--- src/hdl/snake_pkg.sv ---
package snake_pkg;

	// one board position, row 0 at the top, column 0 at the left
	typedef struct packed {
		logic [2:0] row;
		logic [2:0] col;
	} cell_t;

	typedef enum logic [1:0] {
		dir_up,
		dir_down,
		dir_left,
		dir_right
	} dir_e;

	typedef enum logic {
		st_playing,
		st_over
	} play_state_e;

	// bit 7 is column 0
	typedef logic [7:0] row_bits_t;

	// everything the display needs to draw the board
	typedef struct packed {
		row_bits_t [7:0] occupancy;
		cell_t           head;
		cell_t           apple;
	} board_view_t;

	// three packed BCD digits, hundreds in the top nibble
	typedef logic [11:0] bcd3_t;

	// segment a in bit 7, decimal point in bit 0
	typedef logic [7:0] seg_t;

	// 1 to 64 cells
	typedef logic [6:0] snake_len_t;

	localparam seg_t segment_patterns [0:9] = '{
		8'b11111100,
		8'b01100000,
		8'b11011010,
		8'b11110010,
		8'b01100110,
		8'b10110110,
		8'b10111110,
		8'b11100000,
		8'b11111110,
		8'b11110110
	};

endpackage

--- src/hdl/tick_gen.sv ---
`timescale 1ns/100ps

module tick_gen #(
	parameter int unsigned STEP_CYCLES   = 5_000_000,
	parameter int unsigned SECOND_CYCLES = 10_000_000,
	parameter int unsigned SCAN_CYCLES   = 8_192
) (
	input  logic                   clk,
	input  logic                   reset,
	input  snake_pkg::play_state_e state,
	output logic                   step_tick,
	output logic                   second_tick,
	output logic                   scan_tick
);

	// widest period sets the counter width
	localparam int unsigned MAX_AB = (STEP_CYCLES > SECOND_CYCLES) ? STEP_CYCLES : SECOND_CYCLES;
	localparam int unsigned MAX_CYCLES = (MAX_AB > SCAN_CYCLES) ? MAX_AB : SCAN_CYCLES;
	localparam int CNT_W = $clog2(MAX_CYCLES + 1);

	// index 0 step, 1 second, 2 scan
	localparam int unsigned periods [0:2] = '{STEP_CYCLES, SECOND_CYCLES, SCAN_CYCLES};

	logic [CNT_W-1:0] cnt_q [0:2];
	logic [2:0]       tick_q;

	always_ff @(posedge clk or negedge reset) begin
		if (!reset) begin
			cnt_q  <= '{default: '0};
			tick_q <= '0;
		end else begin
			for (int i = 0; i < 3; i++) begin
				if (cnt_q[i] == CNT_W'(periods[i] - 1)) begin
					cnt_q[i]  <= '0;
					tick_q[i] <= 1'b1;
				end else begin
					cnt_q[i]  <= cnt_q[i] + 1'b1;
					tick_q[i] <= 1'b0;
				end
			end
		end
	end

	assign step_tick   = tick_q[0];
	// play timer stops once the game is over
	assign second_tick = tick_q[1] && (state == snake_pkg::st_playing);
	assign scan_tick   = tick_q[2];

endmodule

--- config.mk ---
export PLATFORM = sky130hd
export DESIGN_NAME = tick_gen
export DESIGN_NICKNAME = d
export VERILOG_FILES = /design/src/hdl/snake_pkg.sv /design/src/hdl/tick_gen.sv
export SDC_FILE = /design/constraint.sdc
export NUM_CORES = 1
export LEC_CHECK = 0
export ABC_CLOCK_PERIOD_IN_PS = 1600
export BUFFER_PORTS_ARGS = -buffer_cell sky130_fd_sc_hd__buf_2
export CAP_MARGIN = 20
export CORE_AREA = 2 2 80 90
export DETAILED_ROUTE_END_ITERATION = 10
export DIE_AREA = 0 0 82 92
export PLACE_DENSITY = 0.82
export SLEW_MARGIN = 5
export SYNTH_ARGS = -nofsm -noshare
export SYNTH_HDL_FRONTEND = slang
export SYNTH_SLANG_ARGS = --single-unit
--- constraint.sdc ---
create_clock -name clk -period 1.6 [get_ports clk]
set_input_delay 0.08 -clock clk [delete_from_list [all_inputs] [get_ports clk]]
set_output_delay 0.08 -clock clk [all_outputs]
set_load 0.01 [all_outputs]
==> flow_summary.ini <==
[outcome]
status = finished with violations
violations = setup timing

[placed_design]
dp_slack_ns = -0.0180
place_area_um2 = 3960
gp_congestion = 0.871
dp.cells = 457
portBuffers = 5
dpl.hpwl_um = 4770

[worst_setup_path]
ff2ff_path_depth = 5
cp_max_fo = 8
crit_type = reg2reg
arrival_ns = 1.93
worstSetupStartpointType = register
required_ns = 1.83
critPathCaptureType = register

[grt]
grt_overflow = 0
grt_start_max_net_pins = 36
track_usage_pct = 20.9
grt_pass1_wl_um = 12200
antenna_found_initial = 0
grt_pass1_vias = 2770

[layout]
finalInstanceArea_um2 = 4440
fin_cells = 488
syn_to_final_growth_pct = 25.4
fin_util_pct = 66.0
nFillCells = 496
fin_nets = 404
drive_gt1_share_pct = 28.0
antenna_cells = 0

[drt]
wire_per_inst_um = 15.2
vias = 2760
route.detailed.drc = 0
wl_um = 7430
postRouteAntennaNets = 0
drt_iter0_drc = 171
viasPerCell = 5.66
dr.pass1.iters = 5

[clock_network]
clock-sinks = 75
cts_tree = done
clock_path_buffers = 2
cts_buffers = 9
insertion_delay_ns = 0.34
h-tree-depth = 3
clkTransAtPathRegs_ns = 0.07
root_buffer = clkbuf_8

[timing]
rsz0062_at_grt = true
fin_crit_ns = 1.70
hold_viol_final = 0
fin_skew_ns = 0.00827
tns_ns = -1.09
finalSetupViolCount = 12
maxSlewViolCount = 0
fmax_mhz = 587
tightest_slew_ns = 0.475
post-route-period-util_pct = 106
finalWorstSetupSlack_ns = -0.103
slew_headroom_pct = 68.3

[power_and_ir_drop]
vdd_drop_max_uv = 560
p_leak_nw = 1.97
power.density_nw_per_um2 = 805

[floorplanning]
std_cell_rows = 32
coreArea_um2 = 6730
start_util_pct = 52.6
die_width_um = 82
die_y_um = 92
dieArea_um2 = 7540
boundaryPins = 6

[hold_path]
holdCritPathClass = in2async

[yosys]
syn_inst = 333
yosys.area.top_type_share_pct = 53.0
yosysWarnings = 0
synth_edf_count = 0
ys_seq_area_share_pct = 53.0
synthFlopType = dfrtp_1
syn_nets = 339
ys_ff_latch = 75
syn_area_per_cell_um2 = 10.6
ys_top_cells_by_area = dfrtp_1 (53%), xnor2_1 (9.6%), xor2_1 (4.9%)
ys_types = 34
yosys-top-cells-count = dfrtp_1 (75), xnor2_1 (39), nor2_1 (37)
yosysMostFrequentCell = dfrtp_1
async_flop_share_pct = 100
yosys.area.top_type = dfrtp_1
syn_area_um2 = 3540

[run]
cap_violations = 0
## metal layers
metal | vias to the layer above | GRT usage [%] | routed length (µm)
met5 | - | 0 | 0
met4 | 0 | 10.7 | 127
met3 | 14 | 4.43 | 213
met2 | 49 | 32.3 | 3920
met1 | 1375 | 27.7 | 3170
li1 | 1322 | - | -
## where the power goes
group	internal, W	switching, W	leakage, nW
registers	0.00189	0	0.996
logic	0.0000105	0.0000370	0.864
clock network	0.000962	0.000671	0.113
## kinds of logic (layout without fill, tap and decap cells)
group | Yosys count | count (layout) | synth area share (%)
DFF | 75 | 75 | 53.0
adders and majority gates | 3 | 3 | 1.06
buffers and inverters | 10 | 80 | 1.38
xor gates and xnor gates | 59 | 59 | 14.6
and+or+nand+nor | 172 | 172 | 27.1
AOI/OAI and AO/OA | 11 | 11 | 1.98
muxes | 3 | 3 | 0.848
## flip-flops by register name, summed over array words and instances, names as in the netlist
name and flops:
tick_q 3, cnt_q 72
## worst max-delay path, stage by stage, from the launching register on
cell and delay [ns]:
dfrtp_1 0.42, nor4bb_1 0.42, nand4_1 0.26, nor4_4 0.24
buf_6 0.20, nor2_1 0.06
## area by class of cell
| class | instances | area, µm² | share of cell area (%) |
|---|---|---|---|
| clock buffers | 12 | 155 | 3.49 |
| clock inverters | 4 | 72.6 | 1.63 |
| inverters | 5 | 18.8 | 0.423 |
| multi-input cells | 248 | 1750 | 39.3 |
| flip-flops and latches | 75 | 1880 | 42.4 |
| well taps | 85 | 106 | 2.40 |
| repair buffers | 59 | 455 | 10.3 |
## what timing repair did
action	4_1_cts	5_1_grt
gates resized for setup	4	35
endpoints found under the hold margin	33	0
hold buffers	1	0
setup buffers	0	14
gates cloned	0	0
endpoints found under the setup margin	3	46
pin swaps	0	9
## through the flow
step | total power (W) | hold slack, ns
5_1_grt | 0.00371 | 0.290
4_1_cts | 0.00361 | 0.233
3_3_place_gp | 0.00198 | 0.0701
3_5_place_dp | 0.00198 | 0.0706
6_report | 0.00357 | 0.242
2_1_floorplan | 0.00193 | -0.216
## worst paths after layout
| kind | start | end | slack, ns |
|---|---|---|---|
| worst max-delay path | cnt_q[39]$_DFF_PN0_ | cnt_q[24]$_DFF_PN0_ | -0.10 |
| worst min-delay path | reset | tick_q[1]$_DFF_PN0_ | 0.24 |
| worst max register to register | cnt_q[39]$_DFF_PN0_ | cnt_q[24]$_DFF_PN0_ | -0.10 |
| worst min register to register | cnt_q[0]$_DFF_PN0_ | cnt_q[0]$_DFF_PN0_ | 0.47 |
| max in group asynchronous | reset | cnt_q[53]$_DFF_PN0_ | 0.81 |
| min in group clk | state | second_tick | 0.39 |
## cells in the final DEF (no fill, tap or decap), types with 5 or more instances in the layout
cell type / instances
buf_4: 51
nor3_1: 9
xnor2_1: 39
xor2_1: 20
and4_1: 5
nand3_1: 21
clkbuf_8: 11
inv_1: 5
nand4_1: 25
dfrtp_1: 69
nor2_1: 32
dfrtp_2: 6
nor4_1: 10
nand2_1: 26
No activity file was read; power rests on OpenSTA's default activity.
