===== src/hdl/snake_pkg.sv =====
package snake_pkg;

	// one board position, row 0 at the top, column 0 at the left
	typedef struct packed {
		logic [2:0] row;
		logic [2:0] col;
	} cell_t;

	typedef enum logic [1:0] {
		dir_up,
		dir_down,
		dir_left,
		dir_right
	} dir_e;

	typedef enum logic {
		st_playing,
		st_over
	} play_state_e;

	// bit 7 is column 0
	typedef logic [7:0] row_bits_t;

	// everything the display needs to draw the board
	typedef struct packed {
		row_bits_t [7:0] occupancy;
		cell_t           head;
		cell_t           apple;
	} board_view_t;

	// three packed BCD digits, hundreds in the top nibble
	typedef logic [11:0] bcd3_t;

	// segment a in bit 7, decimal point in bit 0
	typedef logic [7:0] seg_t;

	// 1 to 64 cells
	typedef logic [6:0] snake_len_t;

	localparam seg_t segment_patterns [0:9] = '{
		8'b11111100,
		8'b01100000,
		8'b11011010,
		8'b11110010,
		8'b01100110,
		8'b10110110,
		8'b10111110,
		8'b11100000,
		8'b11111110,
		8'b11110110
	};

endpackage


===== src/hdl/bcd_counter.sv =====
`timescale 1ns/100ps

module bcd_counter (
	input  logic             clk,
	input  logic             reset,
	input  logic             inc,
	output snake_pkg::bcd3_t value
);

	snake_pkg::bcd3_t value_q;
	snake_pkg::bcd3_t value_next;

	// ripple the decimal carry through the three digits
	always_comb begin
		logic carry;
		carry      = inc;
		value_next = value_q;
		for (int d = 0; d < 3; d++) begin
			if (carry) begin
				if (value_q[d*4 +: 4] == 4'd9) begin
					value_next[d*4 +: 4] = 4'd0;
				end else begin
					value_next[d*4 +: 4] = value_q[d*4 +: 4] + 4'd1;
					carry = 1'b0;
				end
			end
		end
	end

	always_ff @(posedge clk or negedge reset) begin
		if (!reset)
			value_q <= '0;
		else
			value_q <= value_next;
	end

	assign value = value_q;

endmodule


===== config.mk =====
export PLATFORM = sky130hd
export DESIGN_NAME = bcd_counter
export DESIGN_NICKNAME = d
export VERILOG_FILES = /design/src/hdl/snake_pkg.sv /design/src/hdl/bcd_counter.sv
export SDC_FILE = /design/constraint.sdc
export NUM_CORES = 1
export LEC_CHECK = 0
export BUFFER_PORTS_ARGS = -buffer_cell sky130_fd_sc_hd__buf_2
export CAP_MARGIN = 25
export CORE_MARGIN = 5
export CORE_UTILIZATION = 45
export CTS_CLUSTER_DIAMETER = 50
export DETAILED_ROUTE_END_ITERATION = 10
export MAX_ROUTING_LAYER = met4
export PLACE_DENSITY = 0.73
export REMOVE_ABC_BUFFERS = 1
export SETUP_SLACK_MARGIN = 0.5
export SLEW_MARGIN = 5
export SYNTH_ARGS = -nofsm -noshare
export SYNTH_HDL_FRONTEND = slang
export SYNTH_SLANG_ARGS = --single-unit
export TNS_END_PERCENT = 10

===== constraint.sdc =====
create_clock -name clk -period 1.5 [get_ports clk]
set_input_delay 0.075 -clock clk [delete_from_list [all_inputs] [get_ports clk]]
set_output_delay 0.075 -clock clk [all_outputs]
set_load 0.05 [all_outputs]

==> results of run 1 <==
## critical path, stage by stage, from the launching register on
cell,delay (ps)
dfrtp_1,420
or3b_1,430
nor4_2,190
xor2_1,170
## power by group through the flow
stage | clock network [W] | logic (W) | registers (W)
2_1_floorplan | 0 | 0.000230 | 0.000860
3_3_place_gp | 0 | 0.000778 | 0.000523
3_5_place_dp | 0 | 0.000791 | 0.000528
4_1_cts | 0.000265 | 0.000897 | 0.000513
5_1_grt | 0.000285 | 0.000968 | 0.000529
6_report | 0.000263 | 0.000909 | 0.000516
## metrics by stage
| step | total power (W) | setup slack (ps) |
|---|---|---|
| floorplan | 0.00109 | -116 |
| global placement | 0.00130 | 158 |
| detailed placement | 0.00132 | 124 |
| CTS | 0.00167 | 225 |
| global route | 0.00178 | 144 |
| finish | 0.00169 | 218 |
## cell families after synthesis
family | after synthesis | share of synthesized area [%]
flip-flops | 12 | 46.8
buffers and inverters | 2 | 1.36
AO/OA/AOI/OAI | 9 | 9.36
AND/OR/NAND/NOR | 29 | 32.6
XOR/XNOR | 6 | 8.19
multiplexers | 1 | 1.75
## cell usage in the layout (no fill, tap or decap), types with 3 or more instances in the layout
cell	n
o21ai_0	3
buf_2	14
nand2_1	4
xor2_1	4
nor2b_1	4
clkbuf_4	3
buf_4	7
nand3_1	3
dfrtp_1	10
## how the worst max path moves through the flow
| stage | from | to | slack (ps) | cells past startpoint |
|---|---|---|---|---|
| floorplan | value[1] | value[11] | -120 | 3 |
| global placement | value[5] | value[10] | 160 | 3 |
| detailed placement | value[0] | value[9] | 120 | 3 |
| CTS | value[6] | value[9] | 230 | 3 |
| global route | value[5] | value[10] | 140 | 3 |
| finish | value[5] | value[10] | 220 | 3 |
## routing by layer
metal,up-vias,global-route usage [%]
met5,-,-
li1,267,-
met4,0,8.06
met1,266,17.5
met2,12,24.0
met3,2,3.38
## what timing repair did
action / in CTS / in global routing
hold buffers: 1 / 0
endpoints found under the setup margin: 22 / 22
buffers inserted: 4 / 1
pin swaps: 4 / 0
gates resized for setup: 7 / 2
endpoints found under the hold margin: 12 / 0
cloned: 0 / 0
## area by class of cell
class | instances | share of cell area [%]
clock buffers | 4 | 4.14
inverters | 1 | 0.429
multi-input cells | 45 | 42.3
flip-flops and latches | 12 | 34.6
well taps | 15 | 2.14
repair buffers | 23 | 16.4
==> run metrics, run 1 <==
site row count=13; Max Clk Rate=780 MHz; HP Start=inc; DP Area=748 um^2; Total Die Area=2280 um^2; Final Core Density=66.5%; max reg flops=12; Critical R2R Capture=value[10]; CP Launch Type=flip-flop; synth top area cells=dfrtp_1 (47%), xor2_1 (5.5%), nor2b_1 (3.9%); Die Height=47.8 um; Net Sw Frac=47.1%; DR iter-0 viols=7; Worst VDD drop=1160 uV; WP data arrival=1480 ps; maxcap violations=0; internal power=0.000892 W; metal2 WL=671 um; cell area after synthesis=642 um^2; Setup CP Type=reg2reg; clk_lat worst skew=270 ps; via count=547; design area=876 um^2; most common cell in the netlist=dfrtp_1; # nets final=89; post-route minimum period=1280 ps; CTS tree=yes; hold path cells=2; DRC viols=0; Root Buffer=clkbuf_4; power share of the sequential group=30.6%; Hold Slack=65.1 ps; GP Congestion=0.710; Vias/cell=5.47; Top Layer Used=met4; footprint of the multi-input gates=370 um^2; io pins=15; Worst Skew=0.999 ps; clk sink count=12; Reg2Reg Setup Slack=220 ps; Tot GR Track Use=15.1%; DP Cell Count=90; CP Data Required Time=1700 ps; Synth warnings=0; NetSw=0.000795 W; met1 wire length=617 um; Main synth FF type=dfrtp_1; RSZ-0062 raised after global routing=yes; depth of the worst register-to-register path=3; Synth top area share=46.8%; Hold Path Class=in2reg; flops & latches, synth=12; H-tree depth=1; critical path endpoint category=flip-flop; Final Setup Violations=0; CTS Buffer Depth=2; largest net degree at the start of global routing=13; antenna violations before repair=0; setup TNS=0 ps; area grow syn2layout=36.5%; Worst Max-Slew Pin Slew=272 ps; vias in the first global route=555; Fin. Hold Viols=0; Routed Antenna Nets=0; Die Wd=47.8 um; syn avg cell area=10.9 um^2; Detailed Place HPWL=944 um; CTS buffer count=3; Non-Filler Instances=100; met3 wire len=70 um; Clock transition at path regs=80 ps; first-pass GRT wire length=2300 um; Seq/Total Area, Yosys=46.8%; Synth cell types=28; share of layout cells above drive strength 1=44.7%; Slew HR=81.9%; Syn Inst Count=59; most frequent cells after synthesis=dfrtp_1 (12), nand2_1 (4), nor2b_1 (4), xor2_1 (4); power per cell area=1930 nW/um^2; cell taking the most area after synthesis=dfrtp_1; Core Box Area=1320 um^2; Initial Util=48.7%; clock share of power=15.6%; DRT Pass-1 Iters=4; CP max FO=4; Hold EP=value[0]; status=finished clean; fillers=102; leakage=0.425 nW; worst r2r src=value[5]; WL per Instance=13.7 um; diode count=0; number of flops mapped to enable cells by yosys=0; register area=303 um^2; PortBufs=14; total routed wirelength=1370 um; combinational power share=53.9%; fin. max-slew vios=0; asr flop ratio synth=100%; grt ovf=0; Final Cycle Share=85.5%
Note: power is estimated with default switching activity, not from simulation.
==> run 2: changes to the inputs <==
--- a/config.mk
+++ b/config.mk
@@ -5,10 +5,12 @@
 export SDC_FILE = /design/constraint.sdc
 export NUM_CORES = 1
 export LEC_CHECK = 0
+export ABC_AREA = 0
 export BUFFER_PORTS_ARGS = -buffer_cell sky130_fd_sc_hd__buf_2
 export CAP_MARGIN = 25
 export CORE_MARGIN = 5
 export CORE_UTILIZATION = 45
+export CTS_BUF_LIST = sky130_fd_sc_hd__clkbuf_8
 export CTS_CLUSTER_DIAMETER = 50
 export DETAILED_ROUTE_END_ITERATION = 10
 export MAX_ROUTING_LAYER = met4
==> run 2 against run 1 <==
Against the previous run: critical path depth unchanged; maximum frequency fell by 1.2%; combinational power fell by 1%; worst setup slack got worse by 15 ps; design area rose by 2.3%; highest routed layer unchanged; first-iteration DRC count is 43% lower; register-to-register slack got worse by 20 ps; non-clock buffer count grew 1; core utilization is 1.5 points higher; critical endpoint unchanged.
==> run metrics, run 2 (same netlist as run 1, synthesis figures left out) <==
fillers=101 (was 102); Worst Skew=2.25 ps (was 0.999 ps); clock share of power=19.8% (was 15.6%); GP Congestion=0.710 (unchanged); area grow syn2layout=39.6% (was 36.5%); vias in the first global route=550 (was 555); # nets final=90 (was 89); WP data arrival=1460 ps (was 1480 ps); power per cell area=2000 nW/um^2 (was 1930 nW/um^2); NetSw=0.000810 W (was 0.000795 W); critical path endpoint category=flip-flop (unchanged); Slew HR=81.4% (was 81.9%); Setup CP Type=reg2reg (unchanged); clk_lat worst skew=240 ps (was 270 ps); Tot GR Track Use=16.1% (was 15.1%); Final Setup Violations=0 (unchanged); internal power=0.000979 W (was 0.000892 W); Net Sw Frac=45.3% (was 47.1%); Fin. Hold Viols=0 (unchanged); Detailed Place HPWL=944 um (unchanged); commonest non-fill, non-tap cell in the layout=buf_2 (unchanged); antenna violations before repair=0 (unchanged); grt ovf=0 (unchanged); PortBufs=14 (unchanged); first-pass GRT wire length=2440 um (was 2300 um); Initial Util=48.7% (unchanged); total routed wirelength=1450 um (was 1370 um); WL per Instance=14.4 um (was 13.7 um); DRT Pass-1 Iters=4 (unchanged); post-route minimum period=1300 ps (was 1280 ps); CP Data Required Time=1670 ps (was 1700 ps); CP Launch Type=flip-flop (unchanged); H-tree depth=1 (unchanged); status=finished clean (unchanged); Root Buffer=clkbuf_8 (was clkbuf_4); maxcap violations=0 (unchanged); CTS Buffer Depth=2 (unchanged); Die Wd=47.8 um (unchanged); DRC viols=0 (unchanged); Worst VDD drop=1110 uV (was 1160 uV); CTS buffer count=3 (unchanged); CTS tree=yes (unchanged); clk sink count=12 (unchanged); combinational power share=50.2% (was 53.9%); commonest cells after routing, fill and taps aside=buf_2 (14), buf_4 (9), dfrtp_1 (9) (was buf_2 (14), dfrtp_1 (10), buf_4 (7)); diode count=0 (unchanged); io pins=15 (unchanged); power share of the sequential group=29.9% (was 30.6%); Max Clk Rate=771 MHz (was 780 MHz); via count=545 (was 547); RSZ-0062 raised after global routing=yes (unchanged); design area=896 um^2 (was 876 um^2); Non-Filler Instances=101 (was 100); DR iter-0 viols=4 (was 7); Final Cycle Share=86.5% (was 85.5%); site row count=13 (unchanged); Vias/cell=5.40 (was 5.47); DP Area=748 um^2 (unchanged); Clock transition at path regs=60 ps (was 80 ps); largest net degree at the start of global routing=13 (unchanged); max reg flops=12 (unchanged); share of layout cells above drive strength 1=45.3% (was 44.7%); fin. max-slew vios=0 (unchanged); CP max FO=3 (was 4); Core Box Area=1320 um^2 (unchanged); leakage=0.434 nW (was 0.425 nW); Total Die Area=2280 um^2 (unchanged); Routed Antenna Nets=0 (unchanged); Worst Max-Slew Pin Slew=280 ps (was 272 ps); DP Cell Count=90 (unchanged); Hold Path Class=in2reg (unchanged); Die Height=47.8 um (unchanged)
[run 2: cell types whose count changed in the layout (fill, tap and decap cells not counted), sizes merged]
cell | previous run | this run
buf | 22 | 23
[run 2: per-stage QoR]
stage | setup WS (ps) | power, W | hold slack, ps | utilization, % | setup TNS, ps
2_1_floorplan | -116 | 0.00109 | -221 | - | -338
4_1_cts | 235 | 0.00176 | 90.6 | 66.9 | 0
3_3_place_gp | 158 | 0.00130 | -29.8 | 56.8 | 0
5_1_grt | 148 | 0.00188 | 133 | 68.0 | 0
3_5_place_dp | 124 | 0.00132 | -31.0 | 56.8 | 0
6_report | 203 | 0.00179 | 103 | 68.0 | 0
[run 2: metal layers]
metal  track usage (%)  wire length, um
met2              25.9              724
met1              18.9              643
met5                 -                0
met4              8.06               10
met3              3.38               72
[run 2: power by group through the flow]
stage / clock (W) / combinational, W / sequential [W]
2_1_floorplan: 0 / 0.000230 / 0.000860
3_3_place_gp: 0 / 0.000778 / 0.000523
3_5_place_dp: 0 / 0.000791 / 0.000528
4_1_cts: 0.000365 / 0.000868 / 0.000531
5_1_grt: 0.000378 / 0.000953 / 0.000552
6_report: 0.000355 / 0.000899 / 0.000535
[run 2: critical path: stages (launching register included)]
cell and delay, ps:
dfrtp_1 410, or3b_1 450, nor4_2 190, xor2_1 170
[run 2: layout make-up]
class	instances	area, um^2	share of cell area, %
inverter	1	3.75	0.419
tap	15	18.8	2.09
multi-input combinational	45	367	40.9
clock buffer	4	55.1	6.15
sequential	12	304	33.9
timing repair buffer	24	148	16.5
[run 2: final timing paths]
kind	startpoint	to	slack, ps	cells after the start
setup / recovery	value[5]	value[10]	200	3
hold / removal	inc	value[0]	100	2
setup reg to reg	value[5]	value[10]	200	3
hold reg to reg	value[10]	value[10]	530	1
max in group asynchronous	reset	value[3]	1020	2
min in group asynchronous	reset	value[11]	240	2
[run 2: what timing repair did]
action                                 4_1_cts  5_1_grt
resized for setup                            8        0
pin swaps                                    5        0
setup buffers                                4        2
setup endpoints to repair                   21       22
endpoints found under the hold margin       12        0
hold buffers                                 1        0
