**src/hdl/snake_pkg.sv**
```systemverilog
package snake_pkg;

	// one board position, row 0 at the top, column 0 at the left
	typedef struct packed {
		logic [2:0] row;
		logic [2:0] col;
	} cell_t;

	typedef enum logic [1:0] {
		dir_up,
		dir_down,
		dir_left,
		dir_right
	} dir_e;

	typedef enum logic {
		st_playing,
		st_over
	} play_state_e;

	// bit 7 is column 0
	typedef logic [7:0] row_bits_t;

	// everything the display needs to draw the board
	typedef struct packed {
		row_bits_t [7:0] occupancy;
		cell_t           head;
		cell_t           apple;
	} board_view_t;

	// three packed BCD digits, hundreds in the top nibble
	typedef logic [11:0] bcd3_t;

	// segment a in bit 7, decimal point in bit 0
	typedef logic [7:0] seg_t;

	// 1 to 64 cells
	typedef logic [6:0] snake_len_t;

	localparam seg_t segment_patterns [0:9] = '{
		8'b11111100,
		8'b01100000,
		8'b11011010,
		8'b11110010,
		8'b01100110,
		8'b10110110,
		8'b10111110,
		8'b11100000,
		8'b11111110,
		8'b11110110
	};

endpackage

```
**src/hdl/display_scan.sv**
```systemverilog
`timescale 1ns/100ps

module display_scan (
	input  logic                   clk,
	input  logic                   reset,
	input  logic                   scan_tick,
	input  snake_pkg::board_view_t board_view,
	input  snake_pkg::bcd3_t       time_bcd,
	input  snake_pkg::bcd3_t       score_bcd,
	output snake_pkg::row_bits_t   matrix_scan,
	output snake_pkg::row_bits_t   matrix_red,
	output snake_pkg::row_bits_t   matrix_green,
	output logic [2:0]             led_scan,
	output snake_pkg::seg_t        led_seg
);

	logic [2:0]           row_q;
	logic [3:0]           digit;
	snake_pkg::row_bits_t red_row;
	snake_pkg::seg_t      seg_next;

	always_ff @(posedge clk or negedge reset) begin
		if (!reset)
			row_q <= 3'd0;
		else if (scan_tick)
			row_q <= row_q + 3'd1;
	end

	// head and apple in red, may share a row
	always_comb begin
		red_row = '0;
		if (board_view.head.row == row_q)
			red_row[~board_view.head.col] = 1'b1;
		if (board_view.apple.row == row_q)
			red_row[~board_view.apple.col] = 1'b1;
	end

	// timer on the left three digits, score on the right
	always_comb begin
		case (row_q)
			3'd0:    digit = time_bcd[11:8];
			3'd1:    digit = time_bcd[7:4];
			3'd2:    digit = time_bcd[3:0];
			3'd3:    digit = score_bcd[11:8];
			3'd4:    digit = score_bcd[7:4];
			3'd5:    digit = score_bcd[3:0];
			default: digit = 4'd0;
		endcase
	end

	always_comb begin
		if (row_q < 3'd6 && digit <= 4'd9)
			seg_next = snake_pkg::segment_patterns[digit];
		else
			seg_next = '0;
	end

	always_ff @(posedge clk or negedge reset) begin
		if (!reset) begin
			matrix_scan  <= 8'b0000_0001;
			matrix_red   <= '0;
			matrix_green <= '0;
			led_scan     <= 3'd0;
			led_seg      <= '0;
		end else begin
			matrix_scan  <= 8'b0000_0001 << row_q;
			matrix_red   <= red_row;
			matrix_green <= board_view.occupancy[row_q];
			// blank digits park on position 0
			led_scan     <= (row_q < 3'd6) ? row_q : 3'd0;
			led_seg      <= seg_next;
		end
	end

endmodule

```
**config.mk**
```make
export PLATFORM = sky130hd
export DESIGN_NAME = display_scan
export DESIGN_NICKNAME = d
export VERILOG_FILES = /design/src/hdl/snake_pkg.sv /design/src/hdl/display_scan.sv
export SDC_FILE = /design/constraint.sdc
export NUM_CORES = 1
export LEC_CHECK = 0
export BUFFER_PORTS_ARGS = -buffer_cell sky130_fd_sc_hd__buf_4
export CAP_MARGIN = 20
export CORE_MARGIN = 2
export CORE_UTILIZATION = 43
export DETAILED_ROUTE_END_ITERATION = 10
export HOLD_SLACK_MARGIN = 0.12
export PLACE_DENSITY_LB_ADDON = 0.25
export SYNTH_ARGS = -nofsm -noshare
export SYNTH_HDL_FRONTEND = slang
export SYNTH_SLANG_ARGS = --single-unit
```
**constraint.sdc**
```tcl
create_clock -name clk -period 4.11 [get_ports clk]
set_input_delay 0.822 -clock clk [delete_from_list [all_inputs] [get_ports clk]]
set_output_delay 0.822 -clock clk [all_outputs]
set_load 0.01 [all_outputs]
```
==> flow_summary.yaml, run 1 <==
finish:
  final_nets: 436
  num_antenna_cells: 0
  multi_input_area_mm2: 0.00115
  area_growth_pct: 54.0
  fillers: 380
  seqCellArea_um2: 927
  drive_gt1_share_pct: 52.2
critical_path:
  cp-end-kind: "flop"
  arrival_ns: 3.26
  start_kind: "flop"
  cp_max_fo: 9
  cp.required_ns: 4.30
  critPathKind: "flop to flop"
die:
  die_w_um: 74.8
  top_level_ports: 138
  start_util_pct: 45.0
  rows: 25
  die_y_um: 74.8
  core_mm2: 0.00479
  dieArea_mm2: 0.00560
pwr:
  vdd_drop_max_uv: 388
  internal_power_w: 0.00131
  pwr-share-seq_pct: 26.1
  switching_share_pct: 40.2
  clock_power_share_pct: 11.8
  p_comb_share_pct: 62.1
  p_leak_nw: 1.66
  power.density_mw_per_mm2: 661
  power.switching_w: 0.000881
grt:
  met1_usage_pct: 28.5
  antenna_found_initial: 0
  met2_usage_pct: 34.7
  grt_use_met3_pct: 6.56
  grt_pass1_vias: 1956
  top_usage_layer: "met2"
  grt_use_total_pct: 21.3
  grt_max_degree: 38
  grt_pass1_wl_um: 9030
  grt-ovfl-total: 0
sta:
  fin_ws_ns: 1.04
  rsz0062_at_grt: "no"
  max_freq_mhz: 326
  fin_crit_ns: 3.07
  drv_slew: 0
  setup_tns_ns: 0
  tightest_slew_ns: 0.614
  fin_skew_ns: 0.0110
  finalSetupViolCount: 0
  finalHoldViolCount: 0
  fin_crit_sh_pct: 74.7
  slew_headroom_pct: 58.7
yosys:
  async_flop_share_pct: 100
  netlist-cell-type-count: 42
  syn_inst: 188
  synth-edff-count: 0
  avgSynthCellArea_um2: 11.5
  syn_area_mm2: 0.00216
  yosys_most_used_dff: "dfrtp_1"
  synth_area_leader_cell: "dfrtp_1"
  synthTopCellsByArea: "dfrtp_1 42%, mux4_2 17%, ha_1 5.8%, nand2_1 5.4%, xor2_1 2.8%"
  ys_seq_elements: 37
  ys_warn_count: 0
  seq_area_frac_synth_pct: 43.0
  syn_nets: 301
  synth_top_area_share_pct: 41.8
placed_design:
  dp_slack_ns: 1.11
  port_buffers: 136
  gp_congestion: 0.842
  post-dp-hpwl_um: 4860
clock_network:
  cts_tree: "yes"
  htreeDepth: 2
  cts_buffers: 5
  cts_setup_buffers: 0
  cts_hold_buf: 0
  post_cts_resized: 0
  insertion_delay_ns: 0.29
  cts_num_sinks: 37
  clockRootBuffer: "clkbuf_8"
  clk_transition_reported_paths_ns: 0.08
  cts_buffer_depth: 2
routing:
  drc: 0
  vias: 1960
  wirelength_um: 5920
  drt_first_pass_iters: 4
  viasPerCell: 5.01
  drt.antenna.violating_nets: 0
  wl_per_cell_um: 15.1
  first_iter_violations: 103
run_status:
  status: "complete, no violations"
min_path:
  hold_class: "input port to asynchronous set/reset pin"
run:
  max-cap-violations: 0
-- per-stage QoR --
step                      util [%]  total power (W)  instance area (um2)  hold WS [ns]  instances
final                         69.4          0.00219                 3320         0.477        391
after global routing          69.4          0.00237                 3320         0.512        391
after CTS                     69.4          0.00220                 3320         0.495        391
after detailed placement      67.4          0.00194                 3230         0.554        383
after global placement        67.4          0.00191                 3230         0.540        383
after floorplan                  -          0.00148                 2160         0.486        188
-- Yosys cell counts (3+ instances only) --
cell type  count
nand2_1       31
o21ai_0        3
clkbuf_1       3
nor3_1         3
mux4_2        16
mux2i_1        4
ha_1          10
a222oi_1       3
inv_1          6
dfrtp_1       36
a21oi_1        4
nand2b_1       6
xor2_1         7
a211oi_1       3
buf_2          4
o22ai_1        5
nor2_1         5
nor2b_1        5
and2_1         3
-- cell type report --
type,instances,area share (%)
multi-input combinational,134,34.6
timing repair buffer,139,31.4
sequential,37,27.9
clock buffer,7,2.60
tap,67,2.53
inverter,6,0.678
clock inverter,1,0.226
-- registers in the layout, summed over array words and instances, names as in the netlist --
| name | count |
|---|---|
| led_scan | 3 |
| matrix_green | 8 |
| row_q | 3 |
| matrix_scan | 8 |
| matrix_red | 8 |
| led_seg | 7 |
-- critical path, cell delays in order, from the launching register on --
cell and delay [ns]:
dfrtp_1 0.55, inv_1 0.19, ha_1 0.32, a222oi_1 0.36
o2bb2ai_1 0.11, a221o_1 0.34, and2_2 0.24, inv_1 0.08
ha_1 0.17, nor2_1 0.05, o21ai_1 0.17, o22ai_2 0.15
a211oi_1 0.25
-- logic make-up after synthesis --
kind of cell / count (synthesis) / share of synthesized area (%)
compound gates: 33 / 11.7
xor+xnor: 7 / 2.84
fa+ha+maj: 10 / 5.80
buf+inv: 17 / 3.71
flops: 37 / 43.0
mux: 20 / 18.6
other cells: 1 / 0.174
simple gates: 63 / 14.2
-- final timing paths --
check	start	end	slack (ns)	cells past startpoint
max reg2reg	row_q[1]$_DFFE_PN0P_	led_seg[1]$_DFF_PN0_	1.04	12
min in group clk	row_q[0]$_DFFE_PN0P_	led_scan[0]$_DFF_PN0_	0.56	2
max in group asynchronous	reset	matrix_scan[0]$_DFF_PN1_	3.29	1
max	row_q[1]$_DFFE_PN0P_	led_seg[1]$_DFF_PN0_	1.04	12
min reg2reg	row_q[0]$_DFFE_PN0P_	led_scan[0]$_DFF_PN0_	0.56	2
min	reset	matrix_red[0]$_DFF_PN0_	0.48	1
-- power by group through the flow --
stage          combinational, W  clock (W)  sequential (W)
4_1_cts                 0.00137   0.000260        0.000573
3_3_place_gp            0.00133          0        0.000580
3_5_place_dp            0.00136          0        0.000579
5_1_grt                 0.00151   0.000276        0.000586
6_report                0.00136   0.000259        0.000572
2_1_floorplan          0.000846          0        0.000639
-- per-layer routing --
layer  vias to the layer above  part of all wire (%)
li1                        957                     -
met1                       906                    40
met2                        89                    51
met3                         8                   7.8
met4                         0                   1.1
met5                         -                     0
-- cells in the final DEF, fill, tap and decap left out, drive strengths merged, types with 2 or more instances in the layout --
| cell type | Yosys | routed |
|---|---|---|
| xor2 | 7 | 7 |
| a211oi | 3 | 3 |
| a222oi | 3 | 3 |
| o21ai | 4 | 4 |
| nor2b | 5 | 5 |
| nand2 | 31 | 31 |
| a21oi | 4 | 4 |
| nor3 | 4 | 4 |
| clkbuf | 3 | 7 |
| o22ai | 6 | 6 |
| a221o | 2 | 2 |
| mux2i | 4 | 4 |
| mux4 | 16 | 16 |
| nand3 | 2 | 2 |
| dfrtp | 36 | 36 |
| nor2 | 5 | 5 |
| o31ai | 3 | 3 |
| buf | 8 | 139 |
| or3 | 2 | 2 |
| nand2b | 6 | 6 |
| o2bb2ai | 2 | 2 |
| o32ai | 2 | 2 |
| ha | 10 | 10 |
| inv | 6 | 6 |
| and2 | 5 | 5 |
No activity file was read; power rests on OpenSTA's default activity.
==> run 2: changes to the inputs <==
--- a/config.mk
+++ b/config.mk
@@ -8,7 +8,7 @@
 export BUFFER_PORTS_ARGS = -buffer_cell sky130_fd_sc_hd__buf_4
 export CAP_MARGIN = 20
 export CORE_MARGIN = 2
-export CORE_UTILIZATION = 43
+export CORE_UTILIZATION = 38
 export DETAILED_ROUTE_END_ITERATION = 10
 export HOLD_SLACK_MARGIN = 0.12
 export PLACE_DENSITY_LB_ADDON = 0.25
==> constraint.sdc (replaced) <==
create_clock -name clk -period 2.75 [get_ports clk]
set_input_delay 0.55 -clock clk [delete_from_list [all_inputs] [get_ports clk]]
set_output_delay 0.55 -clock clk [all_outputs]
set_load 0.01 [all_outputs]
==> flow_summary.yaml, run 2 (synthesis gave the netlist of run 1 again) <==
grt:
  grt_max_degree: 38
  grt_use_total_pct: 18.9
  grt_pass1_vias: 2080
  grt_pass1_wl_um: 9200
  grt-ovfl-total: 0
  antenna_found_initial: 0
die:
  core_mm2: 0.00551
  dieArea_mm2: 0.00629
  start_util_pct: 39.2
  die_w_um: 79.3
  top_level_ports: 138
  die_y_um: 79.3
  rows: 27
placed_design:
  gp_congestion: 0.813
  dpl-instance-area_mm2: 0.00326
  port_buffers: 136
  post-dp-hpwl_um: 4870
sta:
  drv_slew: 0
  finalSetupViolCount: 0
  fin_skew_ns: 0.00541
  fin_crit_sh_pct: 96.2
  max_freq_mhz: 378
  slew_headroom_pct: 51.9
  timing.hold.ws_ns: 0.207
  tightest_slew_ns: 0.715
  fin_crit_ns: 2.64
  finalHoldViolCount: 0
run_status:
  status: "complete, no violations"
routing:
  wirelength_um: 5990
  wl_met3_um: 352
  drt_first_pass_iters: 4
  highest-signal-layer: "met4"
  wl_met2_um: 3330
  viasPerCell: 5.05
  drt.antenna.violating_nets: 0
  vias: 2025
  drc: 0
  first_iter_violations: 42
  wl_per_cell_um: 14.9
  wl_met1_um: 2210
critical_path:
  cp-end-kind: "flop"
  critPathSlowestCell: "or4_1"
  rr_worst_depth: 11
  crit_path_frequent_cell: "ha_1"
  regToRegStartpoint: "row_q[1]$_DFFE_PN0P_"
  crit_family: "simple AND/OR/NAND/NOR gates"
  start_kind: "flop"
  rr_endpoint: "led_seg[3]$_DFF_PN0_"
  ff2ff_setup_slack_ns: 0.11
  cp.required_ns: 2.95
  critPathKind: "flop to flop"
  slowest_delay_ns: 0.54
  arrival_ns: 2.85
  critPathBufInv: 2
  cp_max_fo: 7
  path_cells: "buf_4 -> ha_1 -> ha_1 -> or4_1 -> and2_4 -> inv_1 -> ha_1 -> nor2_1 -> o21ai_2 -> o22ai_4 -> a211oi_1"
clock_network:
  clockRootBuffer: "clkbuf_8"
  cts_tree: "yes"
  clk_transition_reported_paths_ns: 0.07
  cts_buffer_depth: 2
  insertion_delay_ns: 0.29
  cts_num_sinks: 37
  cts_hold_buf: 0
  htreeDepth: 2
  cts_buffers: 5
finish:
  area_growth_pct: 57.5
  num_antenna_cells: 0
  mostFrequentLayoutCells: "144 x buf_4, 36 x dfrtp_1, 31 x nand2_1, 16 x mux4_2, 8 x ha_1"
  drive_gt1_share_pct: 55.0
  layout_commonest_cell: "buf_4"
  final_nets: 441
  postLayoutCoreUtil_pct: 61.7
  largestRegisters: "matrix_green x8, matrix_red x8, matrix_scan x8"
  final_area_mm2: 0.00340
min_path:
  hold_class: "input port to asynchronous set/reset pin"
pwr:
  vdd_drop_max_uv: 493
  power.density_mw_per_mm2: 1010
  p_leak_nw: 1.69
run:
  max-cap-violations: 0
run 2: cell types whose count changed in the layout (fill, tap and decap cells not counted), sizes merged:
cell,delta
clkinv,+1
buf,+5
clkinvlp,-1
run 2: repair_timing:
action / CTS / global route
setup endpoints to repair: 0 / 7
buffers inserted: 0 / 2
gates resized for setup: 0 / 6
run 2: layer usage:
layer / vias to the layer above / track usage [%]
met3: 10 / 4.55
met2: 82 / 33.7
met1: 968 / 21.9
li1: 965 / -
met5: - / 0
met4: 0 / 6.90
run 2: per-stage QoR:
| step | setup slack, ns | std cells | power (W) | setup TNS [ns] |
|---|---|---|---|---|
| final | 0.105 | 401 | 0.00344 | 0 |
| after detailed placement | 0.0254 | 391 | 0.00296 | 0 |
| after CTS | 0.00226 | 399 | 0.00338 | 0 |
| after floorplan | 0.00901 | 188 | 0.00229 | 0 |
| after global routing | -0.0498 | 401 | 0.00373 | -0.180 |
| after global placement | 0.139 | 391 | 0.00291 | 0 |
run 2: power breakdown:
group	switching (W)	internal [W]	total [W]
clock	0.000191	0.000227	0.000418
sequential	0.0000849	0.000772	0.000857
combinational	0.00109	0.00108	0.00217
run 2: final cells by class:
cell class                      count  area [um2]
Clock buffer                        7        96.3
Clock inverter                      1        5.00
Fill cell                         464        2110
Inverter                            6        22.5
Multi-Input combinational cell    134        1170
Sequential cell                    37         927
Tap cell                           72        90.1
Timing Repair Buffer              144        1080
run 2: worst max path at each step:
stage | slack [ns] | depth (start not counted) | end | from
after floorplan | 0.009 | 14 | led_seg[1]$_DFF_PN0_ | row_q[0]$_DFFE_PN0P_
after global placement | 0.14 | 12 | led_seg[3]$_DFF_PN0_ | row_q[1]$_DFFE_PN0P_
after detailed placement | 0.03 | 12 | led_seg[1]$_DFF_PN0_ | row_q[1]$_DFFE_PN0P_
after CTS | 0.002 | 12 | led_seg[1]$_DFF_PN0_ | row_q[1]$_DFFE_PN0P_
after global routing | -0.05 | 11 | led_seg[3]$_DFF_PN0_ | row_q[1]$_DFFE_PN0P_
final | 0.11 | 11 | led_seg[3]$_DFF_PN0_ | row_q[1]$_DFFE_PN0P_
run 2: worst register-to-register path: stages (launching register included):
cell,delay (ns)
dfrtp_1,0.43
buf_4,0.15
ha_1,0.21
ha_1,0.23
or4_1,0.54
and2_4,0.18
inv_1,0.08
ha_1,0.16
nor2_1,0.06
o21ai_2,0.21
o22ai_4,0.13
a211oi_1,0.18
==> run 3: changes to the inputs <==
--- a/config.mk
+++ b/config.mk
@@ -5,10 +5,11 @@
 export SDC_FILE = /design/constraint.sdc
 export NUM_CORES = 1
 export LEC_CHECK = 0
+export ABC_AREA = 1
 export BUFFER_PORTS_ARGS = -buffer_cell sky130_fd_sc_hd__buf_4
 export CAP_MARGIN = 20
 export CORE_MARGIN = 2
-export CORE_UTILIZATION = 38
+export CORE_UTILIZATION = 39
 export DETAILED_ROUTE_END_ITERATION = 10
 export HOLD_SLACK_MARGIN = 0.12
 export PLACE_DENSITY_LB_ADDON = 0.25
==> flow_summary.yaml, run 3 <==
die:
  die_w_um: 80.4
  start_util_pct: 40.9
  rows: 27
  top_level_ports: 138
  dieArea_mm2: 0.00647
  core_mm2: 0.00557
  die_y_um: 80.4
clock_network:
  clockRootBuffer: "clkbuf_8"
  post_cts_resized: 0
  clk_transition_reported_paths_ns: 0.08
  cts_hold_buf: 0
  cts_tree: "yes"
  cts_num_sinks: 37
  cts_setup_buffers: 0
  cts_buffers: 5
  htreeDepth: 2
  insertion_delay_ns: 0.29
  cts_buffer_depth: 2
pwr:
  vdd_drop_max_uv: 564
  power.switching_w: 0.00161
  pwr-share-seq_pct: 24.2
  switching_share_pct: 46.2
  power.density_mw_per_mm2: 1010
  internal_power_w: 0.00187
  p_comb_share_pct: 65.0
  p_leak_nw: 1.84
  clock_power_share_pct: 10.8
grt:
  grt_max_degree: 38
  grt_pass1_vias: 2439
  grt-ovfl-total: 0
  grt_use_total_pct: 22.6
  grt_pass1_wl_um: 11200
  antenna_found_initial: 0
yosys:
  ys_seq_elements: 37
  seq_area_frac_synth_pct: 40.7
  yosys_most_used_dff: "dfrtp_1"
  ys_warn_count: 0
  syn_area_mm2: 0.00228
  syn_inst: 301
  synth_area_leader_cell: "dfrtp_1"
  synthTopCellsByCount: "59 x nand2_1, 46 x nor2_1, 37 x o21ai_0, 36 x dfrtp_1, 20 x inv_1"
  async_flop_share_pct: 100
  synth-edff-count: 0
  synth_top_area_share_pct: 39.6
  synthTopCellsByArea: "dfrtp_1 40%, nand2_1 9.7%, o21ai_0 8.1%, nor2_1 7.6%, ha_1 5.5%"
  synth_most_common_cell: "nand2_1"
  avgSynthCellArea_um2: 7.57
  netlist-cell-type-count: 29
  syn_nets: 414
finish:
  area_growth_pct: 51.8
  mostFrequentLayoutCells: "142 x buf_4, 59 x nand2_1, 46 x nor2_1, 37 x o21ai_0, 36 x dfrtp_1"
  final_nets: 551
  drive_gt1_share_pct: 41.2
  layout_commonest_cell: "buf_4"
  num_antenna_cells: 0
  final_area_mm2: 0.00346
  largestRegisters: "matrix_green x8, matrix_red x8, matrix_scan x8"
sta:
  finalSetupViolCount: 0
  fin_crit_sh_pct: 76.7
  rsz0062_at_grt: "no"
  setup_tns_ns: 0
  fin_skew_ns: 0.00256
  drv_slew: 0
  max_freq_mhz: 474
  fin_crit_ns: 2.11
  finalHoldViolCount: 0
run_status:
  status: "complete, no violations"
routing:
  wl_per_cell_um: 13.8
  first_iter_violations: 88
  drc: 0
  drt.antenna.violating_nets: 0
  drt_first_pass_iters: 4
  vias: 2519
  viasPerCell: 4.93
  wirelength_um: 7050
placed_design:
  port_buffers: 136
  gp_congestion: 0.869
  dpl-instance-area_mm2: 0.00337
  post-dp-hpwl_um: 5510
critical_path:
  cp_max_fo: 7
  cp-end-kind: "flop"
  start_kind: "flop"
  ff2ff_setup_slack_ns: 0.64
  cp.required_ns: 2.94
  critPathKind: "flop to flop"
  arrival_ns: 2.30
run:
  max-cap-violations: 0
min_path:
  hold_class: "input port to asynchronous set/reset pin"
-- run 3: changes by cell type in the layout (fill, tap and decap cells not counted), moves of 8 or more --
cell,change
nor2_1,+41
nand2_2,+10
o221ai_1,+8
inv_1,+15
nand2_1,+28
o21ai_0,+34
nor2_2,+12
mux4_2,-16
nand3_1,+12
-- run 3: path summary, 6_finish.rpt --
kind                                 startpoint                   endpoint  cells after the start
setup reg to reg           row_q[0]$_DFFE_PN0P_       led_seg[5]$_DFF_PN0_                     13
hold reg to reg            row_q[1]$_DFFE_PN0P_      led_scan[1]$_DFF_PN0_                      2
max in group asynchronous                 reset   matrix_scan[0]$_DFF_PN1_                      1
setup / recovery           row_q[0]$_DFFE_PN0P_       led_seg[5]$_DFF_PN0_                     13
min in group clk                      scan_tick       row_q[0]$_DFFE_PN0P_                      2
hold / removal                            reset  matrix_green[6]$_DFF_PN0_                      1
-- run 3: cells by family (layout without fill, tap and decap cells) --
logic type | count (synthesis) | count (layout) | share of synthesized area (%)
adder cells (fa/ha/maj) | 10 | 10 | 5.49
buffers and inverters | 37 | 175 | 6.70
AND/OR/NAND/NOR | 148 | 148 | 29.1
XOR/XNOR | 7 | 7 | 2.69
AO/OA/AOI/OAI | 61 | 61 | 15.2
flip-flops | 37 | 37 | 40.7
other | 1 | 1 | 0.165
-- run 3: layout make-up --
type                       count  area, um2
timing repair buffer         142       1070
multi-input combinational    227       1200
sequential                    37        927
clock inverter                 2       10.0
fill                         533       2120
inverter                      25       93.8
clock buffer                   6       72.6
tap                           72       90.1
-- run 3: metrics by stage --
| step | utilization [%] | total power (W) | hold slack [ns] | instances | setup WS (ns) |
|---|---|---|---|---|---|
| 4_1_cts | 62.0 | 0.00351 | 0.224 | 511 | 0.652 |
| 6_report | 62.0 | 0.00348 | 0.213 | 511 | 0.641 |
| 3_3_place_gp | 60.5 | 0.00306 | 0.534 | 503 | 0.721 |
| 5_1_grt | 62.0 | 0.00383 | 0.250 | 511 | 0.431 |
| 2_1_floorplan | - | 0.00235 | 0.254 | 301 | 0.478 |
| 3_5_place_dp | 60.5 | 0.00313 | 0.542 | 503 | 0.668 |
-- run 3: power by group through the flow --
stage	registers [W]	clock network (W)	logic [W]
3_5_place_dp	0.000856	0	0.00227
4_1_cts	0.000847	0.000383	0.00228
3_3_place_gp	0.000850	0	0.00221
2_1_floorplan	0.000960	0	0.00139
5_1_grt	0.000867	0.000408	0.00255
6_report	0.000842	0.000375	0.00226
-- run 3: routing by layer --
| metal | up-vias | share of wire (%) | global-route usage, % |
|---|---|---|---|
| met3 | 14 | 7.2 | 4.61 |
| met1 | 1149 | 39 | 27.3 |
| met5 | - | 0 | 0 |
| li1 | 1249 | - | - |
| met4 | 0 | 2.2 | 8.14 |
| met2 | 107 | 51 | 39.4 |
-- run 3: worst max-delay path, stage by stage (launching register included) --
cell     delay [ns]
dfrtp_1        0.43
ha_1           0.26
ha_1           0.20
nor3_1         0.15
nand2_1        0.17
nand2_2        0.16
inv_1          0.05
ha_1           0.18
inv_1          0.07
nand2_1        0.06
nand2_1        0.06
nand2_2        0.06
nand2_4        0.12
nor2_2         0.04
